$ cat src/memsys_consts.svh
// Compile-time sizes; burst length must be a power of two and memory latency at least 1
`ifndef MEMSYS_CONSTS_SVH
`define MEMSYS_CONSTS_SVH

// Bus widths
`define MEM_AN 24
`define MEM_DN 16

// Client slots
`define MEM_IN 4
`define CLI_FRAME 0
`define CLI_EXT 1
`define CLI_TEST 3

// Burst memory model
`define MEM_BURST 8
`define MEM_LAT 2

// Model size in words as log2, addresses wrap at this size
`define MEM_DEPTH_LOG 12

`endif

$ cat src/memsys_pkg.sv
// Request and command types shared by the arbiter, memory model and clients
`include "memsys_consts.svh"

package memsys_pkg;

	// One client request, held until the final ack
	typedef struct packed {
		logic req;
		logic wr;
		logic [`MEM_AN-1:0] addr;
		// Write word, advanced by the client on each ack
		logic [`MEM_DN-1:0] data;
	} mem_req_t;

	// Arbiter to memory, start lasts one cycle per burst
	typedef struct packed {
		logic start;
		logic wr;
		logic [`MEM_AN-1:0] addr;
	} mem_cmd_t;

endpackage

$ cat src/frame_fetch.sv
// One read burst in flight, 32-word FIFO; FRAME_WORDS must be a multiple of MEM_BURST
`timescale 1ns/1ns
`include "memsys_consts.svh"

module frame_fetch #(
	parameter logic [`MEM_AN-1:0] FRAME_BASE = '0,
	parameter int FRAME_WORDS = 64
) (
	input logic CLOCK_50,
	input logic rst,
	input logic fetch_en,
	output memsys_pkg::mem_req_t req,
	input logic ack,
	input logic valid,
	input logic [`MEM_DN-1:0] rd_data,
	input logic pix_rd,
	output logic [`MEM_DN-1:0] pix,
	output logic [5:0] level,
	output logic empty,
	output logic full
);

localparam int AN = `MEM_AN;
localparam int DN = `MEM_DN;
localparam int CN = $clog2(`MEM_BURST);
localparam int FD = 32;
localparam int FA = $clog2(FD);

typedef enum logic [1:0] {IDLE, REQ, WAIT} state_t;

state_t state;
logic [AN-1:0] off;
logic [CN-1:0] cnt;
logic room;
logic [DN-1:0] fifo [FD];
logic [FA-1:0] wp;
logic [FA-1:0] rp;
logic pop;

// Whole burst must fit before asking
assign room = level <= 6'(FD - `MEM_BURST);
assign pop = pix_rd && !empty;

assign req.req = state == REQ;
assign req.wr = 1'b0;
assign req.addr = FRAME_BASE + off;
assign req.data = '0;

always_ff @(posedge CLOCK_50) begin
	if (rst) begin
		state <= IDLE;
		off <= '0;
		cnt <= '0;
	end else begin
		case (state)
		IDLE: if (!fetch_en)
			off <= '0;
		else if (room)
			state <= REQ;
		REQ: if (ack) begin
			state <= WAIT;
			cnt <= '0;
			if (off == AN'(FRAME_WORDS - `MEM_BURST))
				off <= '0;
			else
				off <= off + AN'(`MEM_BURST);
		end
		WAIT: if (valid) begin
			cnt <= cnt + 1'b1;
			if (cnt == CN'(`MEM_BURST - 1))
				state <= IDLE;
		end
		default: state <= IDLE;
		endcase
	end
end

// Pixel FIFO
always_ff @(posedge CLOCK_50) begin
	if (valid)
		fifo[wp] <= rd_data;
end

always_ff @(posedge CLOCK_50) begin
	if (rst) begin
		wp <= '0;
		rp <= '0;
		level <= '0;
	end else begin
		if (valid)
			wp <= wp + 1'b1;
		if (pop)
			rp <= rp + 1'b1;
		level <= level + 6'(valid) - 6'(pop);
	end
end

assign pix = fifo[rp];
assign empty = level == '0;
assign full = level == 6'(FD);

no_push_full: assert property (@(posedge CLOCK_50) disable iff (rst)
	valid |-> !full);

endmodule

$ cat config.mk
export PLATFORM = sky130hd
export DESIGN_NAME = frame_fetch
export DESIGN_NICKNAME = d
export VERILOG_FILES = /design/src/memsys_pkg.sv /design/src/frame_fetch.sv
export VERILOG_INCLUDE_DIRS = /design/src
export SDC_FILE = /design/constraint.sdc
export NUM_CORES = 1
export LEC_CHECK = 0
export BUFFER_PORTS_ARGS = -buffer_cell sky130_fd_sc_hd__buf_2
export CORE_AREA = 5 5 213 215
export DETAILED_ROUTE_END_ITERATION = 6
export DIE_AREA = 0 0 218 220
export GPL_TIMING_DRIVEN = 0
export PLACE_DENSITY = 0.74
export SLEW_MARGIN = 20
export SYNTH_ARGS = -nofsm -noshare
export SYNTH_HDL_FRONTEND = slang
export SYNTH_SLANG_ARGS = --single-unit
$ cat constraint.sdc
create_clock -name CLOCK_50 -period 3.86 [get_ports CLOCK_50]
set_clock_uncertainty 0.2 [all_clocks]
set_input_delay 0.579 -clock CLOCK_50 [delete_from_list [all_inputs] [get_ports CLOCK_50]]
set_output_delay 0.579 -clock CLOCK_50 [all_outputs]
set_load 0.01 [all_outputs]
==> summary.txt <==
Setup path
  • CP Max Fanout: 10
  • CP arrival: between 2 and 3 ns
  • Startpoint Class: register
  • CP top delay family: multiplexers
  • Critical Path Max Stage Delay: 0.58 ns
  • R2R cell count: 14
  • Crit-path slowest cell: mux4_2
  • R2r setup slk: roughly 0.66 ns
  • CP Buf/Inv Count: 3
  • Endpoint type of the worst setup path: output pin
  • WP depth: 6
  • Reg2reg start: level[2]
  • CP Capture Point: pix[10]
  • CP required: between 3 and 4 ns
  • Critical path class: register to output pin
  • Crit-path cells: buf_6, buf_6, mux4_2, mux4_2, mux2_2, buf_2
  • Crit Reg-Reg Endpoint: level[4]

Detailed routing
  • DR vias: between 10000 and 15000
  • Routed wl met3: about 4.3 mm
  • Routed WL per cell: 26.4 um
  • Via density: 5.95
  • Initial DRC Count: 1317
  • DR DRC count: 0
  • Routed Antenna Nets: 0
  • WL met1: 19.1 mm
  • Detailed Routing Iterations Pass 1: 5
  • Post-Route WL: just under 50 mm
  • Top sig layer: met5
  • DR WL met2: approximately 25 mm

Global routing
  • Grt ovf: 0
  • First-pass GRT wire length: between 70 and 80 mm
  • Initial antenna violation count: 3
  • Largest net degree at the start of global routing: 33
  • Vias in the first global route: around 11000
  • GRT Util Overall: 20.9%

Clocking
  • Clock sink total: 559
  • H-tree depth: 2
  • Clock buffer count from CTS: 54
  • # Post-CTS Setup Buffers: 0
  • Worst-skew pair later-pin latency: roughly 0.58 ns
  • Deepest clock path buffer count: 3
  • CTS tree: done
  • Root Buffer: clkbuf_16
  • Clock transition at path regs: approximately 0.06 ns

Pwr
  • Pint: 11.1 mW
  • Comb power frac: 18.1%
  • Sw Ratio: 24.9%
  • Pwr/cell area: just under 600 nW/um^2
  • Clk pwr share: 36.4%
  • Leak pwr: roughly 8.3 nW
  • Max VDD drop: between 0.0004 and 0.0005 V
  • Sequential Power Share: between 40% and 50%
  • Overall power: 14.8 mW
  • Net Sw Power: about 3.7 mW

Run status
  • Outcome: finished, final reports clean

Cells and area
  • Most common cell after layout, fill and taps aside: edfxtp_1
  • Commonest non-fill, non-tap cells in the layout: edfxtp_1 (512), mux4_2 (160), buf_2 (67)
  • Ratio of cells with drive above 1 in the final layout: about a third
  • Fill count: about 3100
  • # nets final: about 1300
  • Final std cells w/o fill: ~1900
  • Synthesis-to-layout area growth: 16.0%

Timing
  • Fmax: approximately 0.27 GHz
  • Final setup viols: 0
  • Unrepaired setup endpoints after global routing: false
  • Final hold slack: 0.109 ns
  • Final hold vios: 0
  • Final Cycle Share: 97.2%
  • Least-Margin Pin Slew: ~1.1 ns
  • Count of final max-slew check failures: 0
  • Crit path time final: ~3.8 ns
  • Slew HR: 27.1%

Synthesis
  • FFs w/ async S/R, synth: 0%
  • Mean area per synthesized cell: about 21 um^2
  • Post-synth EDFFs: a little over 500
  • Ranking of synthesized cells by area: edfxtp_1 (70%), mux4_2 (16%), dfxtp_1 (4.3%)
  • Post-synth top area share: 69.5%
  • Ys flop type: edfxtp_1
  • Cell count after synthesis: approximately 1100
  • Cell taking the most area after synthesis: edfxtp_1
  • Sequential area share after synthesis: 73.8%
  • Post-synthesis cell type count: 51
  • Post-Synthesis Cell Area: about 22000 um^2
  • FF+latch count, synth: 559
  • Syn. warnings: 0

Placement
  • GPL Wtd Cong: about 0.88
  • Post-DP HPWL: 31.6 mm
  • Dpl cells: about 1800
  • I/O Buffers: between 60 and 70

Floorplanning
  • Chip Width: around 220 um
  • Initial Util: 50.8%
  • Core Rows: 77
  • Die Ht: between 200 and 250 um
  • # IOs: 88
  • Die Footprint: 48000 um^2
  • Core area: approximately 44000 um^2

Job
  • Maxcap violations: 0

Worst hold path
  • Worst Hold Class: input pin to register
what timing repair did:
| action | CTS | global route |
|---|---|---|
| gates resized for setup | 50 | 2 |
| hold buffers | 0 | 0 |
| endpoints found under the setup margin | 16 | 8 |
layer usage:
layer	track usage (%)	up-vias
met5	0	-
met4	5.74	4
met3	4.78	86
met2	35.5	563
met1	27.8	5804
li1	-	4720
state kept, by name (all words and copies together) (netlist names), named ones only:
name and flops:
off 21, rp 5, level 6, wp 5
cnt 3, fifo 512, state 2
through the flow:
step,setup TNS [ns],instance area [um^2],util (%),worst slack [ns]
floorplan,0,22200,-,0.773
global placement,0,23300,53.4,0.000636
detailed placement,-0.00793,23700,54.4,-0.00793
CTS,0,25600,58.9,0.0145
global route,0,25700,58.9,0.00276
finish,0,25700,58.9,0.107
worst register-to-register path: cells and delay by family (launching register included):
family | cells | cell delay (ns)
XOR/XNOR | 1 | 0.17
buffers and inverters | 3 | 0.34
adder cells (fa/ha/maj) | 4 | 1.11
flip-flops | 1 | 0.33
AND/OR/NAND/NOR | 5 | 0.77
AO/OA/AOI/OAI | 1 | 0.15
layout make-up:
type	count	area, um^2	share of cell area (%)
Buffer	71	484	1.89
Antenna cell	1	2.50	0.00975
Clock inverter	38	407	1.58
Multi-Input combinational cell	448	5560	21.7
Tap cell	592	741	2.89
Inverter	13	48.8	0.190
Timing Repair Buffer	93	673	2.62
Sequential cell	559	16300	63.6
Clock buffer	62	1420	5.54
worst min path at each step:
stage	startpoint	end	slack, ns	depth (start not counted)
after global placement	cnt[1]	cnt[1]	0.24	2
after floorplan	cnt[1]	cnt[1]	0.24	2
after detailed placement	cnt[2]	cnt[2]	0.25	2
after CTS	ack	state[1]	0.09	3
final	ack	state[1]	0.11	3
after global routing	ack	state[1]	0.1	3
synthesized netlist by cell type, types with 2 or more instances:
cell type	count
edfxtp_1	512
mux4_2	160
nor2_1	66
dfxtp_1	47
clkbuf_1	34
nand2_1	27
buf_4	20
ha_1	19
mux2_2	16
buf_2	13
inv_1	13
nand4_1	13
xor2_1	13
a21oi_1	11
nand3_1	10
nand3b_1	9
nand4b_1	7
nor2b_1	6
o21ai_0	6
or3_1	6
xnor2_1	6
a31oi_1	4
and3_1	4
nand2b_1	4
nor3_1	4
o211ai_1	4
or4_1	4
nor4_1	3
or3b_2	3
a22oi_1	2
and4_1	2
buf_1	2
mux2i_1	2
o21bai_1	2
or2_2	2
cell families (layout without fill, tap and decap cells):
| logic type | count (synthesis) | after routing | share of synthesized area, % |
|---|---|---|---|
| adders and majority gates | 20 | 20 | 1.17 |
| other | 1 | 21 | 0.0170 |
| xor gates and xnor gates | 19 | 19 | 0.753 |
| buffers and inverters | 84 | 277 | 1.88 |
| AOI/OAI and AO/OA | 38 | 38 | 1.17 |
| muxes | 178 | 178 | 17.2 |
| and+or+nand+nor | 173 | 173 | 4.02 |
| DFF | 559 | 559 | 73.8 |
power groups by stage:
stage,combinational [mW],clock [mW],sequential (mW)
3_3_place_gp,2.53,0,6.88
3_5_place_dp,2.59,0,6.88
6_report,2.68,5.39,6.75
5_1_grt,2.86,5.74,6.76
2_1_floorplan,1.78,0,6.87
4_1_cts,2.70,5.45,6.75
Power figures use the tool's default switching activity.
