[src/memsys_consts.svh]
// Compile-time sizes; burst length must be a power of two and memory latency at least 1
`ifndef MEMSYS_CONSTS_SVH
`define MEMSYS_CONSTS_SVH

// Bus widths
`define MEM_AN 24
`define MEM_DN 16

// Client slots
`define MEM_IN 4
`define CLI_FRAME 0
`define CLI_EXT 1
`define CLI_TEST 3

// Burst memory model
`define MEM_BURST 8
`define MEM_LAT 2

// Model size in words as log2, addresses wrap at this size
`define MEM_DEPTH_LOG 12

`endif

[src/memsys_pkg.sv]
// Request and command types shared by the arbiter, memory model and clients
`include "memsys_consts.svh"

package memsys_pkg;

	// One client request, held until the final ack
	typedef struct packed {
		logic req;
		logic wr;
		logic [`MEM_AN-1:0] addr;
		// Write word, advanced by the client on each ack
		logic [`MEM_DN-1:0] data;
	} mem_req_t;

	// Arbiter to memory, start lasts one cycle per burst
	typedef struct packed {
		logic start;
		logic wr;
		logic [`MEM_AN-1:0] addr;
	} mem_cmd_t;

endpackage

[src/mem_arbiter.sv]
// Round-robin over MEM_IN slots with one burst in flight; slot 0 has first turn after reset
`timescale 1ns/1ns
`include "memsys_consts.svh"

module mem_arbiter (
	input logic CLOCK_50,
	input logic rst,
	input memsys_pkg::mem_req_t cli_req [`MEM_IN],
	output logic [`MEM_IN-1:0] cli_ack,
	output logic [`MEM_IN-1:0] cli_valid,
	output memsys_pkg::mem_cmd_t cmd,
	output logic [`MEM_DN-1:0] wdata,
	input logic mem_ack,
	input logic mem_valid
);

localparam int IN = `MEM_IN;
localparam int SN = $clog2(IN);
localparam int CN = $clog2(`MEM_BURST);

logic [IN-1:0] grant;
logic [SN-1:0] cur;
logic wr_burst;
logic [CN-1:0] beat;
logic beat_ev;
logic found;
logic [SN-1:0] pick;

// First requester after the slot served last
always_comb begin
	logic [SN-1:0] cand;
	found = 1'b0;
	pick = cur;
	for (int i = 1; i <= IN; i++) begin
		cand = SN'((int'(cur) + i) % IN);
		if (!found && cli_req[cand].req) begin
			found = 1'b1;
			pick = cand;
		end
	end
end

// Writes end on the last ack, reads on the last valid
assign beat_ev = wr_burst ? mem_ack : mem_valid;

always_ff @(posedge CLOCK_50) begin
	if (rst) begin
		grant <= '0;
		cur <= SN'(IN - 1);
		wr_burst <= 1'b0;
		beat <= '0;
		cmd <= '0;
	end else begin
		cmd.start <= 1'b0;
		if (grant == '0) begin
			if (found) begin
				grant <= IN'(1) << pick;
				cur <= pick;
				wr_burst <= cli_req[pick].wr;
				beat <= '0;
				cmd.start <= 1'b1;
				cmd.wr <= cli_req[pick].wr;
				cmd.addr <= cli_req[pick].addr;
			end
		end else if (beat_ev) begin
			beat <= beat + 1'b1;
			if (beat == CN'(`MEM_BURST - 1))
				grant <= '0;
		end
	end
end

// Strobes go to the granted slot only
assign cli_ack = mem_ack ? grant : '0;
assign cli_valid = mem_valid ? grant : '0;
assign wdata = cli_req[cur].data;

// Memory strobes arrive only while exactly one slot holds the grant
grant_onehot: assert property (@(posedge CLOCK_50) disable iff (rst)
	(mem_ack || mem_valid) |-> $onehot(grant));

// Writing client keeps its request up for the whole burst
wr_req_held: assert property (@(posedge CLOCK_50) disable iff (rst)
	(grant != '0 && wr_burst) |-> cli_req[cur].req);

endmodule

[config.mk]
export PLATFORM = sky130hd
export DESIGN_NAME = mem_arbiter
export DESIGN_NICKNAME = d
export VERILOG_FILES = /design/src/memsys_pkg.sv /design/src/mem_arbiter.sv
export VERILOG_INCLUDE_DIRS = /design/src
export SDC_FILE = /design/constraint.sdc
export NUM_CORES = 1
export LEC_CHECK = 0
export BUFFER_PORTS_ARGS = -buffer_cell sky130_fd_sc_hd__buf_2
export CORE_MARGIN = 3
export CORE_UTILIZATION = 30
export CTS_BUF_LIST = sky130_fd_sc_hd__clkbuf_4 sky130_fd_sc_hd__clkbuf_8
export DETAILED_ROUTE_END_ITERATION = 8
export GPL_TIMING_DRIVEN = 0
export PLACE_DENSITY = 0.69
export REMOVE_ABC_BUFFERS = 1
export SYNTH_ARGS = -nofsm -noshare
export SYNTH_HDL_FRONTEND = slang
export SYNTH_SLANG_ARGS = --single-unit
[constraint.sdc]
create_clock -name CLOCK_50 -period 1.7 [get_ports CLOCK_50]
set_input_delay 0.17 -clock CLOCK_50 [delete_from_list [all_inputs] [get_ports CLOCK_50]]
set_output_delay 0.17 -clock CLOCK_50 [all_outputs]
set_load 0.005 [all_outputs]
==> reports/summary.md <==
The half-perimeter wire length after detailed placement is 7.66 mm, and the initial antenna violation count is 1. The worst path setup slack after routing is -33.1 ps. Launch point of the worst hold path: cli_req[26]. Of the total synthesized cell area, the portion taken by XOR and XNOR cells is 0%. In this run the number of H-tree levels came out at 2. By area the synthesized netlist is led by sky130_fd_sc_hd__dfxtp_1 (24%), sky130_fd_sc_hd__mux4_2 (13%), sky130_fd_sc_hd__mux2i_1 (9.1%). The flip-flop cell with the highest count after synthesis was sky130_fd_sc_hd__dfxtp_1. The clock arrives with 6.68 ps of skew.

For this block, the routed nets add up to 12.2 mm of wire. The logs give 6.67 mW for the power after layout and 2 for the buffer levels on the longest clock path. The tools report the number of buffers created by CTS as 5.

In the finished design, the share of the clock period the worst path needs comes to 102%. At the later pin of the worst-skew pair, clock insertion delay measures 280 ps. The run gives 222 as the number of top-level pins. After global routing the overflow that remains totals 0.

The run gives 39.2% as the met2 capacity usage during global routing. For the number of remaining DRC errors, the log shows 0. TritonCTS built the clock tree. Compared with the post-synthesis result, the final layout area differs by 59.1%. Clock-pin slew was measured on the worst setup and hold paths at 80 ps.

By area, the combinational part of the netlist is dominated by compound AO/OA/AOI/OAI gates. Setup repair after global routing could not meet its margin everywhere. In this run the critical register-to-register path is launched from grant[1]. The share of layout cells above drive strength 1 was 59.2%. Buffer cell driving the clock tree root: sky130_fd_sc_hd__clkbuf_8. Entering global routing, the biggest net connects 27 pins. The power per unit of standard cell area was 1460 nW/µm²; the number of distinct library cells after synthesis was 39. Yosys instantiated no cell more often than sky130_fd_sc_hd__dfxtp_1.

Post-cts hold buffer count: 0. The starting density of the core is 31.0%. For this design, the sink count on the clock tree is 35.

The cell type with the highest aggregate area in the netlist was sky130_fd_sc_hd__dfxtp_1. In the final design database the tool counted 693 nets. Dividing the detail-routed wire length by the instance count gives 18.8 µm.

Of the total synthesized cell area, the portion taken by AND, OR, NAND and NOR gates is 17.5%. The min-delay analysis places its worst path in the category primary input to flop. The fill cell total of the finished layout was 896.

Counting instances in the post-synthesis netlist gives the leading cell types as sky130_fd_sc_hd__dfxtp_1 (35), sky130_fd_sc_hd__nand2_1 (27), sky130_fd_sc_hd__mux2i_1 (26). The tools report the number of pins with negative max-slew slack in the final report as 0. Buffers placed on the I/O ports in this run total 221.

The run finished, with violations left. In this run the remaining antenna-violating nets after routing total 0. In the routed layout, each cell is associated on average with a via count of 5.26. The tightest hold margin is 173 ps, and the share of synthesized flip-flops with an asynchronous set or reset is 0%. In this run the standard cell core region covers 9240 µm². STA puts the critical path data arrival time at 1940 ps.

Data on the critical path is required at its endpoint by 1910 ps. After synthesis the netlist holds a flip-flop and latch count of 35. Most heavily used metal layer in global routing: met2.

Summed over all cells, the static leakage comes to 2.22 nW. Of all nets on the critical path, the largest fanout is 7. Setup violations remaining at the end of the flow were counted as 15. The highest attainable clock frequency is 577 MHz. STA classifies the critical path endpoint as a flop.

From bottom edge to top edge, the die measures 104 µm. Share of synthesized area spent on multiplexers: 21.7%. In the global route stage, met3 resource usage came out at 4.67%.

The horizontal extent of the die was 104 µm; the post-route core utilization was 49.3%. STA classifies the critical path startpoint as a flop. The first global-routing pass estimated 18.2 mm of wire. In this run, synthesis inferred 0 flip-flops with an integrated enable.

The top cell type's share of synthesized area works out to 24.5%. Averaged over all synthesized cells, the footprint is 9.84 µm². Across the VDD grid, the largest voltage drop is 562 µV. The part of the Yosys area used for sequential elements is 24.5%, and the number of violations of the max-capacitance limit is 0.

The classification of the worst setup path is flop to flop. For this block, the via count after detailed routing is 3417. For this run, the number of Yosys warnings is 0.

The number of instances in the synthesized netlist came out at 291. Global routing consumed, over all layers together, 21.1% of the routing resources. The compound-gate portion of the synthesized area was 28.7%. In this run the tightest slew margin relative to its limit is 54.6%. Counting I/O delays and the setup requirement, the final critical path takes 1730 ps. In the final timing run, aggregate negative setup slack is -289 ps.

For met1 alone, demand over resource in global routing was 24.4%. The die covers 10800 µm². Of the total synthesized cell area, the portion taken by full adders, half adders and majority gates is 0.874%. The initialized floorplan defines 35 standard-cell rows. The number of failing hold endpoints at the final stage is 0. Before antenna repair, the detailed router went through 4 iterations.

In this run the worst setup path begins at grant[1]. The DRC marker count from the first detailed-route iteration is 208. For the pin with the worst max-slew slack, the measured transition is 680 ps. The placer congestion estimate came out at 0.787. The final reports fail on setup timing.

The number of global-route vias before repair is 3468. Summing every instance area after synthesis gives 2860 µm².
[flip-flops by register name (all words and copies together), names as in the netlist]
name      count
cmd          25
grant         4
beat          3
cur           2
wr_burst      1
[cell usage in the layout (no fill, tap or decap), types with 2 or more instances in the layout]
cell type                    n
sky130_fd_sc_hd__buf_2     218
sky130_fd_sc_hd__dfxtp_1    31
sky130_fd_sc_hd__nand2_1    26
sky130_fd_sc_hd__mux2i_1    25
sky130_fd_sc_hd__nand4_1    25
sky130_fd_sc_hd__o31ai_1    25
sky130_fd_sc_hd__a21bo_1    25
sky130_fd_sc_hd__o211ai_1   22
sky130_fd_sc_hd__mux4_2     16
sky130_fd_sc_hd__buf_4      14
sky130_fd_sc_hd__nor2_1     10
sky130_fd_sc_hd__and2_1      8
sky130_fd_sc_hd__a22oi_1     6
sky130_fd_sc_hd__clkbuf_8    6
sky130_fd_sc_hd__buf_6       6
sky130_fd_sc_hd__buf_12      6
sky130_fd_sc_hd__nor3_4      4
sky130_fd_sc_hd__nor2_2      4
sky130_fd_sc_hd__a21oi_4     4
sky130_fd_sc_hd__o211ai_2    3
sky130_fd_sc_hd__and2_2      2
sky130_fd_sc_hd__a21o_4      2
sky130_fd_sc_hd__ha_1        2
sky130_fd_sc_hd__dfxtp_4     2
sky130_fd_sc_hd__dfxtp_2     2
[path summary, 6_finish.rpt]
kind,to,slack [ps],cells after the start
setup reg to reg,cmd[0],-30,7
hold reg to reg,cmd[6],460,2
setup / recovery,cmd[0],-30,7
hold / removal,cmd[10],170,3
[critical path, stage by stage (launching register included)]
cell and delay, ps:
sky130_fd_sc_hd__dfxtp_2 350, sky130_fd_sc_hd__nor4_4 360, sky130_fd_sc_hd__o41ai_4 200, sky130_fd_sc_hd__buf_12 170
sky130_fd_sc_hd__nor3_4 150, sky130_fd_sc_hd__buf_6 150, sky130_fd_sc_hd__a21bo_1 200, sky130_fd_sc_hd__o211ai_1 80
[area by class of cell]
type	count	area, µm²	share of cell area (%)
Antenna cell	1	2.50	0.0549
Multi-Input combinational cell	230	2110	46.4
Tap cell	129	161	3.54
Clock inverter	2	35.0	0.769
Sequential cell	35	711	15.6
Clock buffer	6	82.6	1.81
Timing Repair Buffer	247	1450	31.9
[report_power, final]
group / internal, mW / switching [mW]
clock network: 0.475 / 0.330
registers: 1.12 / 0.204
logic: 2.35 / 2.19
[through the flow]
stage	std cells	instance area [µm²]	worst slack [ps]
final	650	4560	-33.1
after global routing	650	4560	-123
after CTS	646	4460	-7.06
after detailed placement	611	3970	-1550
after global placement	610	3940	-1840
after floorplan	260	2670	-1110
[logic make-up after synthesis]
kind of cell / after synthesis
flip-flops: 35
buffers and inverters: 31
AND/OR/NAND/NOR: 88
AO/OA/AOI/OAI: 93
multiplexers: 42
adder cells (fa/ha/maj): 2
[routing by layer]
metal / vias to the layer above / routed length, µm
li1: 1613 / -
met5: - / 0
met3: 6 / 841
met2: 164 / 6370
met4: 0 / 82
met1: 1634 / 4930
[timing repair]
action,4_1_cts,5_1_grt
pin swaps,6,2
setup endpoints to repair,47,43
cloned,4,2
setup buffers,23,1
resized for setup,25,11
Note: power is estimated with default switching activity, not from simulation.
